## config.mk

```make
export PLATFORM = sky130hd
export DESIGN_NAME = lsu
export DESIGN_NICKNAME = d
export VERILOG_FILES = /design/src/source/lsu_pkg.sv /design/src/source/lsu.sv
export SDC_FILE = /design/constraint.sdc
export NUM_CORES = 1
export LEC_CHECK = 0
export ABC_AREA = 1
export BUFFER_PORTS_ARGS = -buffer_cell sky130_fd_sc_hd__clkbuf_2
export CORE_AREA = 10 10 147 149
export DETAILED_ROUTE_END_ITERATION = 10
export DIE_AREA = 0 0 157 159
export PLACE_DENSITY = 0.61
export SYNTH_ARGS = -nofsm -noshare
export SYNTH_HDL_FRONTEND = slang
export SYNTH_SLANG_ARGS = --single-unit
```

## constraint.sdc

```tcl
create_clock -name vclk -period 1.35
set_input_delay 0.0675 -clock vclk [all_inputs]
set_output_delay 0.0675 -clock vclk [all_outputs]
set_load 0.05 [all_outputs]
```

## src/source/lsu_pkg.sv

```systemverilog
`default_nettype none

package lsu_pkg;

    // data and address width
    localparam int XLEN = 64;

    // byte lanes in one word
    localparam int LANES = XLEN / 8;

    // low address bits that pick a lane
    localparam int LANE_BITS = $clog2(LANES);

    // memop field, same encoding as funct3
    typedef logic [2:0] memop_t;

    // load codes
    // bit 2 set means zero extension
    localparam memop_t MEMOP_LB  = 3'd0;
    localparam memop_t MEMOP_LH  = 3'd1;
    localparam memop_t MEMOP_LW  = 3'd2;
    localparam memop_t MEMOP_LD  = 3'd3;
    localparam memop_t MEMOP_LBU = 3'd4;
    localparam memop_t MEMOP_LHU = 3'd5;
    localparam memop_t MEMOP_LWU = 3'd6;

    // store codes
    // low two bits give log2 of the access size in bytes
    localparam memop_t MEMOP_SB  = 3'd0;
    localparam memop_t MEMOP_SH  = 3'd1;
    localparam memop_t MEMOP_SW  = 3'd2;
    localparam memop_t MEMOP_SD  = 3'd3;

endpackage

`default_nettype wire

```

## src/source/lsu.sv

```systemverilog
`timescale 1ns/100ps
`default_nettype none

module lsu
    import lsu_pkg::*;
(
    // requester side
    input  wire                   rden_i,
    input  wire                   wren_i,
    input  wire memop_t           memop_i,
    input  wire [XLEN-1:0]        addr_i,
    input  wire [XLEN-1:0]        wr_data_i,
    output logic [XLEN-1:0]       ls_res_o,
    output logic                  ls_done_o,
    output logic                  ls_misalign_o,

    // memory side
    output logic [XLEN-1:0]       ls_sram_addr_o,
    output logic                  ls_sram_rd_en_o,
    output logic                  ls_sram_wr_en_o,
    output logic [XLEN-1:0]       ls_sram_wr_data_o,
    output logic [LANES-1:0]      ls_sram_wr_mask_o,
    input  wire                   ls_sram_rd_data_valid_i,
    input  wire                   ls_sram_wr_data_ok_i,
    input  wire [XLEN-1:0]        ls_sram_rd_data_i
);

    // log2 of access size in bytes
    logic [1:0]           size;
    // lane of the lowest addressed byte
    logic [LANE_BITS-1:0] lane;
    // address bits that must be zero for this size
    logic [LANE_BITS-1:0] align_bits;
    // unshifted byte mask for this size
    logic [LANES-1:0]     base_mask;
    logic                 req;
    logic                 misaligned;
    logic                 rd_go;
    logic                 wr_go;
    logic                 load_done;
    // returned word with the addressed bytes moved down to lane 0
    logic [XLEN-1:0]      rd_shifted;
    logic [7:0]           rd_b;
    logic [15:0]          rd_h;
    logic [31:0]          rd_w;
    // one-hot load selects, only live in the done cycle
    logic                 lb;
    logic                 lbu;
    logic                 lh;
    logic                 lhu;
    logic                 lw;
    logic                 lwu;
    logic                 ld;

    // size field is shared by loads and stores
    assign size = memop_i[1:0];
    assign lane = addr_i[LANE_BITS-1:0];
    assign req  = rden_i | wren_i;

    always_comb begin
        case (size)
            2'd0: begin
                base_mask  = 8'b0000_0001;
                align_bits = 3'b000;
            end
            2'd1: begin
                base_mask  = 8'b0000_0011;
                align_bits = 3'b001;
            end
            2'd2: begin
                base_mask  = 8'b0000_1111;
                align_bits = 3'b011;
            end
            default: begin
                base_mask  = 8'b1111_1111;
                align_bits = 3'b111;
            end
        endcase
    end

    // natural alignment only
    assign misaligned    = |(lane & align_bits);
    assign ls_misalign_o = req & misaligned;

    // misaligned accesses never reach the memory
    assign rd_go = rden_i & ~misaligned;
    assign wr_go = wren_i & ~misaligned;

    assign ls_sram_addr_o  = addr_i;
    assign ls_sram_rd_en_o = rd_go;
    assign ls_sram_wr_en_o = wr_go;

    // move mask and store data up into the addressed lanes
    assign ls_sram_wr_mask_o = {LANES{wr_go}} & (base_mask << lane);
    assign ls_sram_wr_data_o = wr_data_i << {lane, 3'b000};

    // memory strobes, or immediate finish on misalign
    assign load_done = rden_i & ls_sram_rd_data_valid_i;
    assign ls_done_o = load_done
                     | (wren_i & ls_sram_wr_data_ok_i)
                     | ls_misalign_o;

    // load side
    assign rd_shifted = ls_sram_rd_data_i >> {lane, 3'b000};
    assign rd_b       = rd_shifted[7:0];
    assign rd_h       = rd_shifted[15:0];
    assign rd_w       = rd_shifted[31:0];

    assign lb  = load_done & (memop_i == MEMOP_LB);
    assign lbu = load_done & (memop_i == MEMOP_LBU);
    assign lh  = load_done & (memop_i == MEMOP_LH);
    assign lhu = load_done & (memop_i == MEMOP_LHU);
    assign lw  = load_done & (memop_i == MEMOP_LW);
    assign lwu = load_done & (memop_i == MEMOP_LWU);
    assign ld  = load_done & (memop_i == MEMOP_LD);

    // or-merge of the extended candidates
    // result stays zero outside a load completion
    assign ls_res_o = {XLEN{1'b0}}
                    | ({XLEN{lb}}  & {{(XLEN-8){rd_b[7]}}, rd_b})
                    | ({XLEN{lbu}} & {{(XLEN-8){1'b0}}, rd_b})
                    | ({XLEN{lh}}  & {{(XLEN-16){rd_h[15]}}, rd_h})
                    | ({XLEN{lhu}} & {{(XLEN-16){1'b0}}, rd_h})
                    | ({XLEN{lw}}  & {{(XLEN-32){rd_w[31]}}, rd_w})
                    | ({XLEN{lwu}} & {{(XLEN-32){1'b0}}, rd_w})
                    | ({XLEN{ld}}  & ls_sram_rd_data_i);

endmodule

`default_nettype wire

```

# --- Yosys cells after proc, flatten, opt, wreduce, memory -nomap -nowiden ---
# Cells that the tools add are included.
classes:
  eq_ne: 8
  shifts: 3
  muxes: 2
  bitwise: 31
  reduce_logical: 3
ops:
  columns: ["op", "count"]
  rows:
  - ["bitwise OR 64 bit", 6]
  - ["AND 64 bit", 4]
  - ["AND 64 x 16 -> 64 bit", 1]
  - ["AND 64 x 32 -> 64 bit", 1]
  - ["AND 64 x 8 -> 64 bit", 1]
  - ["<< shifter 64 x 6 -> 64 bit", 1]
  - [">> shifter 64 x 6 -> 32 bit", 1]
  - ["case mux 8 bit (3 select lines)", 1]
  - ["AND 1 bit", 12]
  - ["equality test 3 bit, second input constant", 3]
  - ["case mux 3 bit (3 select lines)", 1]
  - ["AND 8 bit", 1]
  - ["<< shifter 8 x 3 -> 8 bit", 1]
  - ["equality test 3 x 2 -> 1 bit, second input constant", 2]
  - ["AND 3 bit", 1]
  - ["equality test 3 x 1 -> 1 bit, second input constant", 1]
  - ["logical NOT 3 bit", 1]
  - ["bitwise OR 1 bit", 3]
  - ["OR reduction 3 bit", 1]
  - ["equality test 2 x 1 -> 1 bit, second input constant", 1]
  - ["equality test 2 bit, second input constant", 1]
  - ["logical NOT 2 bit", 1]
  - ["inverter 1 bit", 1]
totals:
  ff_bits: 0
  in_bits: 199
  output_inout_bits: 204
  word_cells: 47

# --- Longest topological paths before layout ---
# Gate-level depths: netlist of run 1.
logic_depth:
  word_depth: 9
  depth_mapped: 12
  ltp_nobuf: 11

# --- Worst setup path after synthesis of run 1 ---
# Ideal clock, no wire load.
synth_path:
  path_kind: "input -> output"
  from: "input port addr_i[1]"
  to: "output port ls_sram_wr_mask_o[4]"
  arrival_time_ps: 2038
  required_ps: 1283
  setup_slack_ps: -756
  path_stages: 8
  path_buffers: 1
  cell_sequence: "buf_4 -> inv_1 -> nand2_1 -> nand2_1 -> o21ai_1 -> nor2_2 -> nand2_1 -> a21oi_1"
synth_via:
  elab_chain_cells: 5
  elab_cells_between_ends: 6
  classes_between: "1 x shift; 4 x bitwise; 1 x reduce/logical"
synth_rtl:
  columns: ["element", "line", "text"]
  rows:
  - ["start: declaration", "lsu.sv:11", "input wire [XLEN-1:0] addr_i,"]
  - ["AND 3 bit", "lsu.sv:82", "assign misaligned = |(lane & align_bits);"]
  - ["OR reduction 3 bit", "lsu.sv:82", null]
  - ["inverter 1 bit", "lsu.sv:87", "assign wr_go = wren_i & ~misaligned;"]
  - ["AND 1 bit", "lsu.sv:87", null]
  - ["via ls_sram_wr_en_o", "lsu.sv:20", "output logic ls_sram_wr_en_o,"]
  - ["AND 8 bit", "lsu.sv:94", "assign ls_sram_wr_mask_o = {LANES{wr_go}} & (base_mask << lane);"]
  - ["end: declaration", "lsu.sv:22", "output logic [LANES-1:0] ls_sram_wr_mask_o,"]
# The timed path passes the listed nets, and every way through them passes these cells.

# --- Final worst setup path of run 1 ---
layout_path:
  from: "input port addr_i[0]"
  to: "output port ls_res_o[42]"
layout_via:
  elab_chain_cells: 8
  elab_cells_between_ends: 10
  classes_between: "1 x shift; 9 x bitwise"
layout_rtl:
  columns: ["element", "line", "text"]
  rows:
  - [">> shifter 64 x 6 -> 32 bit (*)", "lsu.sv:104", "assign rd_shifted = ls_sram_rd_data_i >> {lane, 3'b000};"]
  - ["AND 64 bit", "lsu.sv:120", "| ({XLEN{lb}} & {{(XLEN-8){rd_b[7]}}, rd_b})"]
  - ["bitwise OR 64 bit", "lsu.sv:121", "| ({XLEN{lbu}} & {{(XLEN-8){1'b0}}, rd_b})"]
  - ["bitwise OR 64 bit", "lsu.sv:122", "| ({XLEN{lh}} & {{(XLEN-16){rd_h[15]}}, rd_h})"]
  - ["bitwise OR 64 bit", "lsu.sv:123", "| ({XLEN{lhu}} & {{(XLEN-16){1'b0}}, rd_h})"]
  - ["bitwise OR 64 bit (*)", "lsu.sv:124", "| ({XLEN{lw}} & {{(XLEN-32){rd_w[31]}}, rd_w})"]
  - ["bitwise OR 64 bit (*)", "lsu.sv:125", "| ({XLEN{lwu}} & {{(XLEN-32){1'b0}}, rd_w})"]
  - ["bitwise OR 64 bit (*)", "lsu.sv:126", "| ({XLEN{ld}} & ls_sram_rd_data_i);"]
  - ["end: declaration", "lsu.sv:13", "output logic [XLEN-1:0] ls_res_o,"]
# Every way passes the cells marked *; elsewhere a longest branch is shown, timed or not.

==> summary.md, run 1 <==
| Metric | Value |
|---|---|
| Commonest cells post-synth | nand2_1 (436), nand3_1 (141), buf_4 (71) |
| Drc violations | 0 |
| Worst Hold Path Cells | 0 |
| Yosys top cell by area | nand2_1 |
| Sequential area share after synthesis | 0% |
| Worst setup SP type | primary input |
| Total of max-cap violations | 0 |
| M2 GR Usage | 37.8% |
| Port bufs | roughly 280 |
| Period utilisation layout | 110% |
| Crit. End Element | primary output |
| Initial antenna violation count | 1 |
| Total power | ~4500 uW |
| Share of cells above drive strength 1 | 50.9% |
| F_max | 672 MHz |
| Top post-synthesis cells by area | nand2_1 (36%), nand3_1 (15%), buf_4 (12%) |
| Worst slew margin | approximately two thirds |
| Critical path's most frequent cell | nand2_2 |
| First-pass GRT wire length | 43,200 um |
| WL/cell | 20.3 um |
| Chip width | 157 um |
| Adder-Cell Fraction of Synth Area | 0% |
| Post-synthesis mux area share | between 5 and 6% |
| CP Buf/Inv Count | 6 |
| Io pins | around 400 |
| Failing checks | setup timing |
| Initial Util | 24.8% |
| Synthesized cell area | 4600 um2 |
| Outcome | finished with violations |
| Final hold vios | 0 |
| Hold Path Class | in2out |
| Post-layout minimum cycle time | 1.49 ns |
| Maximum vdd drop | 0.347 mV |
| CP Cell Sequence | buf_12 -> inv_12 -> nand2_2 -> nand2_2 -> nand2_2 -> nand2_2 -> inv_2 -> nand2_4 -> nand2_4 -> nand2_8 -> buf_12 -> nor2_4 -> buf_4 -> nand2_4 -> buf_12 |
| Final instance area | 10,500 um2 |
| Syn Area/Cell | 4.78 um2 |
| CP arrival | around 1.4 ns |
| FFs & Latches | 0 |
| Setup tns final | -4.35 ns |
| Critical Path Slowest Stage Cell | nor2_4 |
| Top cell type's share of synthesized area | 35.6% |
| Clock buf count | 0 |
| Count leader, synth | nand2_1 |
| Compound-Gate Fraction of Synth Area | a little over an eighth |
| Met1 usage | 22.4% |
| Fraction of synthesized cell area in xor and xnor cells | 0% |
| Met3 Track Usage GR | 6.99% |
| Post-synth cell types | 27 |
| Final setup violation count | 66 |
| Crit path capture | ls_res_o[42] |
| Final ANT Viol Nets | 0 |
| Synth Warn # | 0 |
| PD cells | 429 nW/um2 |
| Final slew viol count | 0 |
| Vias in the first global route | 7,715 |
| P_leak | 0.00509 uW |
| Routed via count | 7,842 |
| Largest family of logic cells by synthesized area | simple AND/OR/NAND/NOR gates |
| # rows | 50 |
| Drt pass-1 iters | 5 |
| Core area | 18,600 um2 |
| Worst path max stage delay | 0.17 ns |
| Worst-Margin Slew | between 0.5 and 0.6 ns |
| Critical Path Fanout Max | 7 |
| WP data required | between 1 and 1.5 ns |
| Crit-path leading delay family | buffers and inverters |
| Critical Setup Path Class | in2out |
| Largest net degree at the start of global routing | 40 |
| Layout Nets | 1,436 |
| Post-Syn Instances | 962 |
| Register area | 0 um2 |
| Drt via density | 5.33 |
| Die area | between 20,000 and 25,000 um2 |
| DRT iter0 DRCs | about 540 |
| Area Overhead vs Synth | 128% |
| Die H | 159 um |
| Final worst slack | -0.138 ns |
| Dpl cell area | 8860 um2 |
| Hpwl dp | between 20,000 and 25,000 um |
| GR peak layer | met2 |
| Synth Area in Simple Gates | 60.8% |
| Fill cells | between 1,500 and 2,000 |
| CP startpoint | addr_i[0] |
| Levels on crit path | 15 |
| Layout Cells excl Fill | roughly 1,500 |
| GP Congestion | 0.938 |
| Dpl cells | roughly 1,400 |
| Routed WL | between 20,000 and 30,000 um |
| RSZ-0062 raised after global routing | yes |
| GR Overflow Total | 0 |
| GRT Util Overall | about a fifth |
| Post-placement setup slack | -0.224 ns |
| Syn_nets | around 1,200 |
## cell type report
class | count | area [um2] | share of cell area (%)
diodes | 1 | 2.50 | 0.0238
inverters | 29 | 134 | 1.28
multi-input cells | 799 | 4790 | 45.7
well taps | 234 | 293 | 2.79
repair buffers | 406 | 5270 | 50.2
repair inverters | 1 | 8.76 | 0.0834
## how the worst min path moves through the flow
stage / startpoint / to
2_1_floorplan: addr_i[0] / ls_sram_addr_o[0]
4_1_cts: addr_i[15] / ls_sram_addr_o[15]
3_5_place_dp: addr_i[15] / ls_sram_addr_o[15]
6_report: addr_i[19] / ls_sram_addr_o[19]
3_3_place_gp: addr_i[15] / ls_sram_addr_o[15]
5_1_grt: addr_i[47] / ls_sram_addr_o[47]
## cells by family (layout without fill, tap and decap cells)
group,Yosys count,after routing
other cells,0,1
simple gates,665,666
mux,23,23
compound gates,110,110
buf+inv,164,436
## stage by stage
stage	utilization [%]	hold slack [ns]
2_1_floorplan	-	0.302
3_3_place_gp	47.7	0.135
3_5_place_dp	47.7	0.135
4_1_cts	53.4	0.135
5_1_grt	56.5	0.135
6_report	56.5	0.135
## layer usage
metal	part of all wire (%)	vias up
met1	35	3620
met3	11	96
met2	50	486
li1	-	3640
met4	3.9	0
met5	0	-
## timing repair
item,CTS,global route
hold endpoints to repair,0,0
resized for setup,154,118
hold buffers,0,0
setup endpoints to repair,136,119
setup buffers,18,13
pin swaps,24,44
cloned,13,6
## report_power, final
part           total (uW)  internal, uW   leakage [uW]  switching, uW
clock network    0.000100      0.000100  0.00000000634              0
logic                4500          1960        0.00509           2540
registers               0             0              0              0
## cells in the final DEF (no fill, tap or decap), types with 16 or more instances in the layout
cell type / synthesis / layout
nand2_4: 4 / 54
inv_1: 27 / 19
buf_12: 0 / 164
buf_6: 4 / 22
nand4_1: 17 / 17
nor2_4: 0 / 20
o21ai_1: 16 / 22
nand3_1: 141 / 132
o21ai_2: 0 / 35
nand2_2: 10 / 35
nand2_1: 436 / 360
buf_4: 71 / 61
clkbuf_2: 0 / 131
o21ai_4: 0 / 16
nor2_2: 3 / 22
Power figures use the tool's default switching activity.
==> run 2, diff against run 1 <==
==> constraint.sdc (replaced) <==
create_clock -name vclk -period 1.58
set_input_delay 0.079 -clock vclk [all_inputs]
set_output_delay 0.079 -clock vclk [all_outputs]
set_load 0.05 [all_outputs]
==> run 2 against run 1 <==
Largest cell class unchanged. Final cell count fell by 3.6%. Design area fell by 18%. Critical path type unchanged. Via count down 6.9%. Worst hold slack gained 0.023 ns. The run now ends clean. Count of clock-buffer cells in the layout did not move. Combinational power decreased by 25%. Non-clock buffer count shrank 55. Routed wire length fell by 11%.
==> summary.md, run 2 (synthesized netlist as in run 1, its figures left out) <==
| Metric | Value |
|---|---|
| Die area | 25,000 um2 |
| Setup tns final | 0 ns |
| Critical Setup Path Class | in2out |
| Worst slew margin | around 57% |
| Routed via count | 7,303 |
| Initial antenna violation count | 4 |
| Hold Path Class | in2out |
| PD cells | 391 nW/um2 |
| Total power | between 3000 and 4000 uW |
| Hpwl dp | 21,300 um |
| Die H | 159 um |
| Critical Path Fanout Max | 14 |
| Hold WS | 0.158 ns |
| Most frequent cells in the layout | nand2_1 (423), buf_12 (148), clkbuf_2 (140), nand3_1 (139), buf_4 (48) |
| Period utilisation layout | 98.8% |
| Final hold vios | 0 |
| Crit. End Element | primary output |
| Routed WL | between 20,000 and 30,000 um |
| Critical Path Slowest Stage Cell | nor2_8 |
| Final slew viol count | 0 |
| GR Overflow Total | 0 |
| Total of max-cap violations | 0 |
| FFs & Latches | 0 |
| CP Cell Sequence | buf_6 -> buf_12 -> nand2_1 -> nand2_1 -> nand2_1 -> nand2_1 -> inv_1 -> nand2_2 -> nand2_4 -> nand2_4 -> nor2_8 -> buf_12 -> nand2_1 -> buf_12 |
| Worst setup SP type | primary input |
| Critical path's most frequent cell | nand2_1 |
| WP data required | 1.50 ns |
| CP Buf/Inv Count | 5 |
| Crit-path leading delay family | simple AND/OR/NAND/NOR gates |
| GP Congestion | 0.982 |
| Share of cells above drive strength 1 | about 38% |
| WL/cell | 18.7 um |
| Drt pass-1 iters | 5 |
| Fill cells | roughly 1,800 |
| Worst Hold Launch | addr_i[13] |
| Post-layout minimum cycle time | 1.56 ns |
| Clock buf count | 0 |
| Core area | 18,600 um2 |
| Area of the multi-input gates | 3920 um2 |
| Met1 usage | 22.9% |
| CP arrival | 1.48 ns |
| Io pins | 403 |
| Outcome | complete, no violations |
| DRT iter0 DRCs | 713 |
| Area Overhead vs Synth | 87.6% |
| # rows | 50 |
| Met3 Track Usage GR | 4.56% |
| GR peak layer | met2 |
| GRT Util Overall | 19.0% |
| Final ANT Viol Nets | 0 |
| Commonest non-fill, non-tap cell in the layout | nand2_1 |
| First-pass GRT wire length | 38,900 um |
| RSZ-0062 raised after global routing | yes |
| Largest net degree at the start of global routing | 49 |
| Hold worst-path end | ls_sram_addr_o[13] |
| Register area | 0 um2 |
| M2 GR Usage | about a third |
| Worst path max stage delay | 0.17 ns |
| F_max | 641 MHz |
| Port bufs | 281 |
| Drc violations | 0 |
| Initial Util | around a quarter |
| Drt via density | 5.15 |
| P_leak | roughly 0.0044 uW |
| Worst-Margin Slew | 0.635 ns |
| Worst Hold Path Cells | 0 |
| Chip width | 157 um |
| Layout Nets | 1,380 |
| Vias in the first global route | 6,791 |
| Maximum vdd drop | roughly 0.35 mV |
| Final setup violation count | 0 |
[run 2: routing by layer]
| layer | vias up | part of all wire, % |
|---|---|---|
| li1 | 3530 | - |
| met1 | 3266 | 37 |
| met2 | 429 | 50 |
| met3 | 78 | 10 |
| met4 | 0 | 3.5 |
| met5 | - | 0 |
[run 2: timing repair]
action                                  CTS  global route
endpoints found under the setup margin   61           102
cloned                                    0             6
gates resized for setup                  11            60
hold buffers                              0             0
endpoints found under the hold margin     0             0
setup buffers                             0             2
pin swaps                                 0             4
[run 2: cell type report]
class	instances	area share (%)
Timing Repair inverter	1	0.0870
Tap cell	234	3.39
Antenna cell	4	0.116
Timing Repair Buffer	351	49.5
Multi-Input combinational cell	798	45.4
Inverter	29	1.46
[run 2: how the worst max path moves through the flow]
stage | cells after the start | to | slack [ns] | startpoint
after floorplan | 6 | ls_sram_wr_data_o[32] | -0.35 | addr_i[0]
after detailed placement | 10 | ls_res_o[28] | -0.07 | addr_i[0]
after global placement | 12 | ls_res_o[15] | -0.05 | addr_i[0]
after global routing | 12 | ls_res_o[41] | -0.08 | addr_i[0]
final | 14 | ls_res_o[52] | 0.02 | addr_i[0]
after CTS | 9 | ls_sram_wr_data_o[58] | -0.001 | addr_i[0]
[run 2: power by group]
part | leakage (uW) | switching (uW) | internal (uW)
combinational | 0.00435 | 1970 | 1400
clock | 0.0000000254 | 0 | 0.000341
sequential | 0 | 0 | 0
[run 2: per-stage QoR]
stage | std cells | setup WS [ns] | util (%) | area, um2
floorplan | 962 | -0.354 | - | 4790
global placement | 1405 | -0.0528 | 44.7 | 8310
detailed placement | 1405 | -0.0745 | 44.7 | 8310
CTS | 1405 | -0.00103 | 44.9 | 8340
global route | 1417 | -0.0768 | 46.4 | 8630
finish | 1417 | 0.0187 | 46.4 | 8630
