`config.mk`:
```
export PLATFORM = sky130hd
export DESIGN_NAME = sram_port_ctrl
export DESIGN_NICKNAME = d
export VERILOG_FILES = /design/src/source/lsu_pkg.sv /design/src/source/sram_port_ctrl.sv
export SDC_FILE = /design/constraint.sdc
export NUM_CORES = 1
export LEC_CHECK = 0
export BUFFER_PORTS_ARGS = -buffer_cell sky130_fd_sc_hd__buf_2
export CAP_MARGIN = 25
export CELL_PAD_IN_SITES_DETAIL_PLACEMENT = 1
export CELL_PAD_IN_SITES_GLOBAL_PLACEMENT = 2
export CORE_MARGIN = 2
export CORE_UTILIZATION = 10
export CTS_BUF_LIST = sky130_fd_sc_hd__clkbuf_8
export DETAILED_ROUTE_END_ITERATION = 8
export PLACE_DENSITY_LB_ADDON = 0.1
export SETUP_SLACK_MARGIN = 0.15
export SLEW_MARGIN = 20
export SYNTH_ARGS = -nofsm -noshare
export SYNTH_HDL_FRONTEND = slang
export SYNTH_SLANG_ARGS = --single-unit
```
`constraint.sdc`:
```
create_clock -name clk -period 1.8 [get_ports clk]
set_input_delay 0.36 -clock clk [delete_from_list [all_inputs] [get_ports clk]]
set_output_delay 0.36 -clock clk [all_outputs]
set_load 0.02 [all_outputs]
```
`src/source/lsu_pkg.sv`:
```
`default_nettype none

package lsu_pkg;

    // data and address width
    localparam int XLEN = 64;

    // byte lanes in one word
    localparam int LANES = XLEN / 8;

    // low address bits that pick a lane
    localparam int LANE_BITS = $clog2(LANES);

    // memop field, same encoding as funct3
    typedef logic [2:0] memop_t;

    // load codes
    // bit 2 set means zero extension
    localparam memop_t MEMOP_LB  = 3'd0;
    localparam memop_t MEMOP_LH  = 3'd1;
    localparam memop_t MEMOP_LW  = 3'd2;
    localparam memop_t MEMOP_LD  = 3'd3;
    localparam memop_t MEMOP_LBU = 3'd4;
    localparam memop_t MEMOP_LHU = 3'd5;
    localparam memop_t MEMOP_LWU = 3'd6;

    // store codes
    // low two bits give log2 of the access size in bytes
    localparam memop_t MEMOP_SB  = 3'd0;
    localparam memop_t MEMOP_SH  = 3'd1;
    localparam memop_t MEMOP_SW  = 3'd2;
    localparam memop_t MEMOP_SD  = 3'd3;

endpackage

`default_nettype wire

```
`src/source/sram_port_ctrl.sv`:
```
`timescale 1ns/100ps
`default_nettype none

module sram_port_ctrl
    import lsu_pkg::*;
#(
    parameter  int DEPTH_WORDS = 256,
    localparam int IDX_W       = $clog2(DEPTH_WORDS)
) (
    input  wire                        clk,
    input  wire                        rst_n_i,

    // from the lsu
    input  wire [XLEN-1:0]             ls_sram_addr_i,
    input  wire                        ls_sram_rd_en_i,
    input  wire                        ls_sram_wr_en_i,
    input  wire [XLEN-1:0]             ls_sram_wr_data_i,
    input  wire [LANES-1:0]            ls_sram_wr_mask_i,
    output logic                       ls_sram_rd_data_valid_o,
    output logic                       ls_sram_wr_data_ok_o,

    // to the byte banks
    output logic [IDX_W-1:0]           bank_idx_o,
    output logic                       bank_rd_en_o,
    output logic [LANES-1:0]           bank_we_o,
    output logic [LANES-1:0][7:0]      bank_wdata_o
);

    logic rd_accept;
    logic wr_accept;
    // a response is due in the current cycle
    logic pending;
    // pending response is a read
    logic pend_rd;

    // one access in flight at a time
    // a held enable is ignored while its response is out
    assign rd_accept = ls_sram_rd_en_i & ~pending;
    assign wr_accept = ls_sram_wr_en_i & ~pending;

    // drop lane bits to get the word index
    assign bank_idx_o   = ls_sram_addr_i[LANE_BITS +: IDX_W];
    assign bank_rd_en_o = rd_accept;

    // per lane write enable and data byte
    always_comb begin
        for (int k = 0; k < LANES; k++) begin
            bank_we_o[k]    = wr_accept & ls_sram_wr_mask_i[k];
            bank_wdata_o[k] = ls_sram_wr_data_i[8*k +: 8];
        end
    end

    always_ff @(posedge clk or negedge rst_n_i) begin
        if (!rst_n_i) begin
            pending <= 1'b0;
            pend_rd <= 1'b0;
        end else begin
            // set for exactly one cycle after an accept
            pending <= rd_accept | wr_accept;
            pend_rd <= rd_accept;
        end
    end

    // bank read register is loaded by now
    assign ls_sram_rd_data_valid_o = pending & pend_rd;
    assign ls_sram_wr_data_ok_o    = pending & ~pend_rd;

endmodule

`default_nettype wire

```
======== Yosys cells after proc, flatten, opt, wreduce, memory -nomap -nowiden ========
Cells that the tools add are included.
operators by class
  bitwise gates (word level) .............. 15
operator list
  operator     count
  $and 1x1->1  12
  $not 1->1    2
  $or 1x1->1   1
word-level totals
  register bits ........................... 2
  bits of input ports ..................... 140
  output and inout port bits .............. 83
  word-level logic and storage cells ...... 17

======== Depth between registers and ports, before layout ========
Gate-level depths: netlist of the first run.
  depth after elaboration ................. 3
  mapped depth ............................ 2
  gate-level depth less buffers ........... 1

======== Worst setup path after synthesis of the first run ========
No wires, ideal clock.
  kind .................................... reg-to-output
  from .................................... register pending
  to ...................................... output bank_rd_en_o
  data arrival time ....................... 0.836 ns
  data required time ...................... 1.440 ns
  slack ................................... 0.604 ns
  stages on the path, launching flop included .. 3
  path buffers ............................ 1
  path through ............................ dfrtp_1 > buf_6 > nor2b_1
on the way
  longest elaborated chain between the ends .. 2
RTL lines
  element                   RTL line              text
  start: declaration        sram_port_ctrl.sv:32  logic pending;
  start signal: assignment  sram_port_ctrl.sv:59  pending <= rd_accept | wr_accept;
  $not 1->1                 sram_port_ctrl.sv:38  assign rd_accept = ls_sram_rd_en_i & ~pending;
  $and 1x1->1               sram_port_ctrl.sv:38
  end: declaration          sram_port_ctrl.sv:24  output logic bank_rd_en_o,
No other way between the ends.

======== Final worst setup path of the first run ========
  from .................................... register pending
  to ...................................... output bank_we_o[4]
on the way
  longest elaborated chain between the ends .. 3
RTL lines
  element           RTL line              text
  $not 1->1         sram_port_ctrl.sv:39  assign wr_accept = ls_sram_wr_en_i & ~pending;
  $and 1x1->1       sram_port_ctrl.sv:39
  $and 1x1->1       sram_port_ctrl.sv:48  bank_we_o[k] = wr_accept & ls_sram_wr_mask_i[k];
  end: declaration  sram_port_ctrl.sv:25  output logic [LANES-1:0] bank_we_o,
No other way between the ends.

==> results of run 1 <==
-- stage by stage --
stage	hold slack [ns]	total power, mW	util [%]	cells	area (um2)
4_1_cts	0.414	0.322	6.39	136	437
3_3_place_gp	0.150	0.140	5.64	132	385
2_1_floorplan	0.0644	0.340	-	87	707
6_report	0.421	0.312	6.39	136	437
3_5_place_dp	0.149	0.137	5.64	132	385
5_1_grt	0.429	0.329	6.39	136	437
-- final cells by class --
type	instances	area share, %
Sequential cell	2	11.5
Multi-Input combinational cell	12	24.1
Tap cell	96	27.5
Timing Repair Buffer	23	27.5
Clock buffer	3	9.46
-- power groups by stage --
stage	Combinational, mW	Clock (mW)	Sequential, mW
after CTS	0.0795	0.183	0.0595
after detailed placement	0.0777	0	0.0597
final	0.0776	0.176	0.0587
after global placement	0.0792	0	0.0606
after global routing	0.0845	0.184	0.0605
after floorplan	0.287	0	0.0526
-- final timing paths --
path | endpoint | slack, ns
max in group asynchronous | pending$_DFF_PN0_ | 1.23
min reg2reg | pend_rd$_DFF_PN0_ | 0.68
min in group asynchronous | pend_rd$_DFF_PN0_ | 0.47
max | bank_we_o[4] | 0.33
min | pending$_DFF_PN0_ | 0.42
max reg2reg | pending$_DFF_PN0_ | 0.96
-- routing by layer --
metal,track usage [%],share of wire (%),vias up
met4,5.92,15,0
li1,-,-,104
met3,2.64,26,24
met5,0,0,-
met1,2.46,29,127
met2,2.48,30,45
-- state kept, by name, summed over array words and instances (netlist names) --
name	count
pend_rd	1
pending	1
-- cells by family (layout without fill, tap and decap cells) --
group	after synthesis	after routing	synth area share (%)
AO/OA/AOI/OAI	1	1	2.30
buffers and inverters	73	26	78.1
flip-flops	2	2	7.08
AND/OR/NAND/NOR	11	11	12.6
-- layout by cell type, fill, tap and decap left out --
| cell | Yosys | routed |
|---|---|---|
| buf_2 | 0 | 22 |
| o21ba_4 | 1 | 1 |
| dfrtp_1 | 2 | 2 |
| dlygate4sd3_1 | 0 | 1 |
| and3b_1 | 8 | 8 |
| nor2b_1 | 2 | 2 |
| and2_1 | 1 | 1 |
| clkbuf_8 | 0 | 3 |
==> impl_metrics.py, run 1 <==
metrics = {
    "global_route": {
        "grt_max_degree": 13,
        "grt_pass1_wl_um": 1690,
        "grtUsageTotal_pct": 2.91,
        "grt_overflow_total": 0,
        "first_global_vias": 331,
        "antenna_found_initial": 0,
    },
    "yosys": {
        "ys_ff_latch": 2,
        "synth_edf_count": 0,
        "synth_cell_types": 7,
        "synth_cells": 87,
        "yosysSeqAreaShare_pct": 7.08,
        "yosys-top-cells-area": "buf_4 (76%), and3b_1 (9.9%), dfrtp_1 (7.1%)",
        "synthesis.area_um2": 707,
        "yosysMostFrequentCell": "buf_4",
        "synth_top_area_share_pct": 76.5,
        "synth-main-ff-cell": "dfrtp_1",
        "yosys.area.top_type": "buf_4",
        "postSynthAreaPerCell_um2": 8.13,
        "yosys-top-cells-count": "buf_4 (72), and3b_1 (8), dfrtp_1 (2), nor2b_1 (2)",
        "yosysWarnings": 0,
        "synth-async-reset-ratio_pct": 100,
        "syn_nets": 227,
    },
    "status": {
        "status": "completed",
    },
    "critical_path": {
        "start_kind": "flip-flop",
        "reg2reg_from": "pending$_DFF_PN0_",
        "path_delay_family": "flip-flops",
        "worstPathRequired_ns": 1.44,
        "crit_slowest_cell": "dfrtp_1",
        "arrival_ns": 1.11,
        "critical_path_class": "flip-flop to output port",
        "path_depth": 2,
        "crit_fanout": 12,
        "critPathBufInv": 1,
        "slowest_delay_ns": 0.49,
        "cp-end-kind": "output port",
        "r2r_cells": 1,
        "startpoint": "pending$_DFF_PN0_",
        "path_cells": "and3b_1 > buf_2",
    },
    "power": {
        "switching_share_pct": 26.4,
        "p_int_mw": 0.230,
        "p_sw_mw": 0.0825,
        "clkPwrFrac_pct": 56.3,
        "sequentialPowerShare_pct": 18.8,
        "power.leakage_nw": 0.217,
        "power.density_nw_per_um2": 714,
        "combPwrFrac_pct": 24.9,
        "peakVddDrop_mv": 0.337,
    },
    "sta": {
        "setup_viol": 0,
        "fin_ws_ns": 0.328,
        "min_period_ns": 1.47,
        "hold_viol": 0,
        "rsz0062_at_grt": "false",
        "period_share_pct": 81.8,
        "worst_pin_slew_ns": 0.336,
        "max_slew_margin_pct": 77.6,
        "maxSlewViolCount": 0,
        "fmaxAchievable_mhz": 679,
        "fin_skew_ns": 0.00402,
        "tns_ns": 0,
    },
    "routing": {
        "vias": 300,
        "wl_per_cell_um": 9.30,
        "viasPerCell": 2.21,
        "wl_um": 1270,
        "drc": 0,
        "drt_iter0_markers": 3,
        "detail-route-antenna-nets": 0,
        "dr.pass1.iters": 2,
    },
    "clock_tree": {
        "cts_root_buf": "clkbuf_8",
        "cts_hold_buf": 1,
        "cts_setup_buffers": 0,
        "post_cts_resized": 0,
        "tritoncts": "done",
        "cts_buffers": 3,
        "clk_pin_slew_ns": 0.03,
        "cts-htree-levels": 1,
        "cts_sinks": 2,
        "clock_latency_ns": 0.21,
        "cts_buffer_depth": 2,
    },
    "worst_hold_path": {
        "worstHoldStart": "ls_sram_rd_en_i",
        "hold_path_depth": 2,
        "hp-class": "primary input to flip-flop",
    },
    "floorplanning": {
        "die_x_um": 88.1,
        "die_y_um": 88.1,
        "ioPinCount": 223,
        "core-area_um2": 6830,
        "die_area_um2": 7760,
        "rows": 30,
        "initial_utilization_pct": 10.3,
    },
    "layout": {
        "diodes": 0,
        "drive_gt1_share_pct": 65.0,
        "areaGrowthSynthToFinish_pct": -38.2,
        "regArea_um2": 50.0,
        "multiInputGateArea_um2": 105,
        "fillCellCount": 850,
        "fin_nets": 182,
    },
    "job": {
        "maxCapViolCount": 0,
    },
    "placed_design": {
        "place_ws_ns": 0.522,
        "dp_hpwl_um": 1040,
        "port_buffers": 22,
        "place_congestion": 0.559,
    },
}
(Power assumes the default switching activity.)
==> run 2, diff against run 1 <==
==> constraint.sdc (replaced) <==
create_clock -name clk -period 1.3 [get_ports clk]
set_input_delay 0.26 -clock clk [delete_from_list [all_inputs] [get_ports clk]]
set_output_delay 0.26 -clock clk [all_outputs]
set_load 0.02 [all_outputs]
==> run 2 against run 1 <==
Compared with the run above:
- the run now ends with negative setup slack left
- non-clock buffer count stayed put
- die area stayed put
- sequential power up 42%
- sequential share of layout area shrank 1.1 points
- clock skew is 0.0011 ns lower
- register-to-register slack worse by 0.43 ns
- final cell count did not move
- utilization grew 0.88 points
- final area grew 14%
- worst hold slack got worse by 0.10 ns
- largest power group unchanged
==> impl_metrics.py, run 2 (synthesized netlist as in run 1, its figures left out) <==
metrics = {
    "status": {
        "status": "complete, but fails checks",
        "violations": "negative setup slack",
    },
    "layout": {
        "fin_nets": 182,
        "multiInputGateArea_um2": 110,
        "final_common_cell": "buf_2",
        "diodes": 0,
        "areaGrowthSynthToFinish_pct": -29.7,
        "layout_common_cells": "buf_2 (11), and3b_1 (8), buf_6 (7)",
        "regArea_um2": 51.3,
        "reg_top3": "pend_rd: 1 flops, pending: 1 flops",
        "fillCellCount": 843,
        "drive_gt1_share_pct": 72.5,
    },
    "power": {
        "power.density_nw_per_um2": 923,
        "total_power_mw": 0.458,
        "combPwrFrac_pct": 29.1,
        "power.leakage_nw": 0.226,
        "peakVddDrop_mv": 0.467,
        "clkPwrFrac_pct": 52.7,
        "sequentialPowerShare_pct": 18.1,
        "switching_share_pct": 25.6,
        "p_int_mw": 0.341,
        "p_sw_mw": 0.117,
    },
    "sta": {
        "period_share_pct": 101,
        "hold_viol": 0,
        "setup_viol": 8,
        "max_slew_margin_pct": 86.9,
        "maxSlewViolCount": 0,
        "min_period_ns": 1.31,
        "tns_ns": -0.0770,
        "fmaxAchievable_mhz": 761,
        "fin_ws_ns": -0.0147,
        "worst_pin_slew_ns": 0.196,
        "fin_skew_ns": 0.00289,
        "rsz0062_at_grt": "true",
    },
    "floorplanning": {
        "die_area_um2": 7760,
        "die_y_um": 88.1,
        "ioPinCount": 223,
        "rows": 30,
        "core-area_um2": 6830,
        "initial_utilization_pct": 10.3,
        "die_x_um": 88.1,
    },
    "worst_hold_path": {
        "hold_path_depth": 2,
        "min_to": "pending$_DFF_PN0_",
        "worstHoldStart": "ls_sram_rd_en_i",
        "hp-class": "primary input to flip-flop",
    },
    "routing": {
        "drt_iter0_markers": 3,
        "detail-route-antenna-nets": 0,
        "viasPerCell": 2.23,
        "drc": 0,
        "wl_per_cell_um": 9.30,
        "dr.pass1.iters": 2,
        "wl_um": 1270,
        "vias": 303,
    },
    "critical_path": {
        "critPathBufInv": 1,
        "r2r_end": "pending$_DFF_PN0_",
        "r2r_slack_ns": 0.53,
        "reg2reg_from": "pending$_DFF_PN0_",
        "arrival_ns": 1.05,
        "critical_path_class": "flip-flop to output port",
        "cp-end-kind": "output port",
        "worstPathRequired_ns": 1.04,
        "slowest_delay_ns": 0.47,
        "start_kind": "flip-flop",
        "path_cells": "and3b_1 > buf_6",
        "path_delay_family": "flip-flops",
        "crit_fanout": 12,
        "crit_slowest_cell": "dfrtp_2",
        "r2r_cells": 1,
    },
    "global_route": {
        "met1_usage_pct": 2.46,
        "antenna_found_initial": 0,
        "first_global_vias": 327,
        "busiest_layer": "met4",
        "globalRouteMet2Util_pct": 2.41,
        "grt_overflow_total": 0,
        "grt_pass1_wl_um": 1680,
        "grt_max_degree": 13,
        "grtUsageMet3_pct": 2.64,
        "grtUsageTotal_pct": 2.89,
    },
    "clock_tree": {
        "cts_buffers": 3,
        "clk_pin_slew_ns": 0.03,
        "cts_sinks": 2,
        "cts_buffer_depth": 2,
        "tritoncts": "done",
        "cts_setup_buffers": 0,
        "cts_root_buf": "clkbuf_8",
        "cts-htree-levels": 1,
        "clock_latency_ns": 0.21,
    },
    "job": {
        "maxCapViolCount": 0,
    },
    "placed_design": {
        "dp_hpwl_um": 1040,
        "place_congestion": 0.559,
        "port_buffers": 22,
    },
}
## run 2: cell count changes in the layout (fill, tap and decap cells not counted)
cell,change
buf_2,-11
buf_6,+7
buf_4,+4
nor2b_1,-2
nor2b_2,+2
dfrtp_1,-1
dfrtp_2,+1
## run 2: metrics by stage
| step | utilization, % | hold slack [ns] | cell area (um2) | setup slack [ns] | instances |
|---|---|---|---|---|---|
| 2_1_floorplan | - | -0.0356 | 707 | 0.204 | 87 |
| 3_3_place_gp | 5.64 | 0.0501 | 385 | 0.105 | 132 |
| 3_5_place_dp | 5.64 | 0.0487 | 385 | 0.122 | 132 |
| 4_1_cts | 6.94 | 0.314 | 474 | -0.0319 | 136 |
| 5_1_grt | 7.27 | 0.323 | 497 | -0.0573 | 136 |
| 6_report | 7.27 | 0.318 | 497 | -0.0147 | 136 |
## run 2: layout make-up
type                       instances  share of cell area [%]
clock buffer                       3                    8.31
multi-input combinational         12                    22.2
sequential                         2                    10.3
tap                               96                    24.2
timing repair buffer              23                    35.0
## run 2: timing repair
item / 4_1_cts / 5_1_grt
hold buffers: 1 / 0
cloned: 0 / 0
resized for setup: 14 / 7
hold endpoints to repair: 2 / 0
endpoints found under the setup margin: 11 / 11
## run 2: how the worst max path moves through the flow
stage / start / depth (start not counted) / endpoint / slack, ns
floorplan: pending$_DFF_PN0_ / 2 / bank_rd_en_o / 0.20
global placement: pending$_DFF_PN0_ / 2 / bank_we_o[4] / 0.10
detailed placement: pending$_DFF_PN0_ / 2 / bank_we_o[6] / 0.12
CTS: pending$_DFF_PN0_ / 2 / bank_we_o[4] / -0.03
global route: pending$_DFF_PN0_ / 2 / bank_we_o[2] / -0.06
finish: pending$_DFF_PN0_ / 2 / bank_we_o[4] / -0.01
## run 2: power by group through the flow
stage               Clock, mW  Sequential, mW  Combinational [mW]
detailed placement          0          0.0827               0.108
global route            0.255          0.0854               0.143
CTS                     0.254          0.0832               0.127
finish                  0.242          0.0832               0.133
global placement            0          0.0839               0.110
floorplan                   0          0.0729               0.397
## run 2: routing by layer
metal / wire length [um] / share of wire (%)
met2: 385 / 30
met5: 0 / 0
met4: 189 / 15
met3: 334 / 26
met1: 354 / 28
==> run 3, diff against run 2 <==
--- a/config.mk
+++ b/config.mk
@@ -5,14 +5,14 @@
 export SDC_FILE = /design/constraint.sdc
 export NUM_CORES = 1
 export LEC_CHECK = 0
-export BUFFER_PORTS_ARGS = -buffer_cell sky130_fd_sc_hd__buf_2
 export CAP_MARGIN = 25
 export CELL_PAD_IN_SITES_DETAIL_PLACEMENT = 1
 export CELL_PAD_IN_SITES_GLOBAL_PLACEMENT = 2
-export CORE_MARGIN = 2
-export CORE_UTILIZATION = 10
+export CORE_AREA = 2 2 85 87
 export CTS_BUF_LIST = sky130_fd_sc_hd__clkbuf_8
 export DETAILED_ROUTE_END_ITERATION = 8
+export DIE_AREA = 0 0 87 89
+export DONT_BUFFER_PORTS = 1
 export PLACE_DENSITY_LB_ADDON = 0.1
 export SETUP_SLACK_MARGIN = 0.15
 export SLEW_MARGIN = 20
==> run 3 against run 2 <==
Compared with the run above:
- the run now ends clean
- clock skew down 0.00085 ns
- sequential power fell by 1%
- die area down 0.19%
- wire length rose by 6.9%
- via count down 17%
- sequential share of layout area grew 5.0 points
- flip-flop and latch count unchanged
- critical path depth is 1 lower
- final area is 33% lower
- combinational power fell by 37%
- final cell count shrank 26%
==> impl_metrics.py, run 3 (synthesized netlist as in run 1, its figures left out) <==
metrics = {
    "status": {
        "status": "completed",
    },
    "routing": {
        "drt_iter0_markers": 4,
        "drc": 0,
        "vias": 253,
        "dr.pass1.iters": 2,
        "detail-route-antenna-nets": 0,
        "wl_um": 1350,
        "wl_per_cell_um": 13.5,
        "viasPerCell": 2.53,
    },
    "power": {
        "power.leakage_nw": 0.124,
        "peakVddDrop_mv": 0.527,
        "total_power_mw": 0.416,
        "power.density_nw_per_um2": 1240,
    },
    "global_route": {
        "first_global_vias": 287,
        "grtUsageTotal_pct": 3.27,
        "antenna_found_initial": 0,
        "grt_max_degree": 13,
        "grt_pass1_wl_um": 1730,
        "grt_overflow_total": 0,
    },
    "layout": {
        "areaGrowthSynthToFinish_pct": -52.7,
        "drive_gt1_share_pct": 80.0,
        "final_core_util_pct": 4.97,
        "fin_nets": 162,
        "diodes": 0,
        "reg_top3": "pend_rd: 1 flops, pending: 1 flops",
        "layout_common_cells": "and3b_2 (8), clkbuf_8 (3), nor2b_1 (2), buf_4 (2)",
        "final_common_cell": "and3b_2",
        "fillCellCount": 778,
        "fin_cells": 100,
    },
    "sta": {
        "max_slew_margin_pct": 87.6,
        "min_period_ns": 1.29,
        "period_share_pct": 98.9,
        "maxSlewViolCount": 0,
        "hold_viol": 0,
        "fmaxAchievable_mhz": 778,
        "hold_slack_ns": 0.188,
        "tns_ns": 0,
        "setup_viol": 0,
        "worst_pin_slew_ns": 0.187,
        "fin_skew_ns": 0.00204,
        "rsz0062_at_grt": "true",
    },
    "critical_path": {
        "arrival_ns": 1.03,
        "critPathBufInv": 0,
        "crit_slowest_cell": "dfrtp_2",
        "worstPathRequired_ns": 1.04,
        "path_delay_family": "flip-flops",
        "start_kind": "flip-flop",
        "crit_fanout": 12,
        "cp-end-kind": "output port",
        "slowest_delay_ns": 0.47,
        "path_cells": "and3b_2",
        "critical_path_class": "flip-flop to output port",
    },
    "clock_tree": {
        "cts_buffer_depth": 2,
        "clock_latency_ns": 0.21,
        "cts_buffers": 3,
        "clk_pin_slew_ns": 0.03,
        "cts_setup_buffers": 0,
        "cts_sinks": 2,
        "cts-htree-levels": 1,
        "tritoncts": "done",
        "cts_root_buf": "clkbuf_8",
    },
    "placed_design": {
        "dp.cells": 96,
        "place_congestion": 0.745,
        "port_buffers": 0,
    },
    "floorplanning": {
        "die_x_um": 87,
        "initial_utilization_pct": 10.5,
        "ioPinCount": 223,
        "die_area_um2": 7740,
        "rows": 30,
        "die_y_um": 89,
        "core-area_um2": 6720,
    },
    "job": {
        "maxCapViolCount": 0,
    },
    "worst_hold_path": {
        "hp-class": "primary input to flip-flop",
    },
}
## run 3: worst paths after layout
kind / from / end / slack, ns / depth (start not counted)
min reg2reg: pending$_DFF_PN0_ / pending$_DFF_PN0_ / 0.67 / 1
max reg2reg: pending$_DFF_PN0_ / pend_rd$_DFF_PN0_ / 0.48 / 2
min: ls_sram_wr_en_i / pending$_DFF_PN0_ / 0.19 / 1
max: pending$_DFF_PN0_ / bank_we_o[7] / 0.01 / 1
min in group asynchronous: rst_n_i / pend_rd$_DFF_PN0_ / 0.28 / 1
max in group asynchronous: rst_n_i / pending$_DFF_PN0_ / 0.89 / 1
## run 3: per-layer routing
layer  vias up  part of all wire [%]  track usage, %  wire (um)
met5         -                     0               0          0
met4         0                    13            5.82        170
met3        29                    23            2.68        313
met2        58                    35            3.75        478
met1       103                    29            2.53        389
li1         63                     -               -          -
## run 3: through the flow
step	instance area [um2]	setup WS, ns
after CTS	334	-0.0125
after global routing	334	-0.0360
after detailed placement	270	0.104
final	334	0.0144
after global placement	270	0.153
after floorplan	707	0.204
## run 3: cell type report
class	instances	area (um2)	area share (%)
Clock buffer	3	41.3	12.4
Multi-Input combinational cell	12	116	34.8
Sequential cell	2	51.3	15.4
Tap cell	80	100	30.0
Timing Repair Buffer	3	25.0	7.49
## run 3: report_power, final
part	internal [mW]	leakage [nW]	switching [mW]
sequential	0.0699	0.0237	0.0124
clock	0.196	0.0216	0.0540
combinational	0.0384	0.0792	0.0450
total	0.305	0.124	0.111
## run 3: repair_timing
action                     in CTS  in global routing
hold endpoints to repair        2                  0
setup endpoints to repair      11                 11
gates resized for setup        10                  0
hold buffers                    1                  0
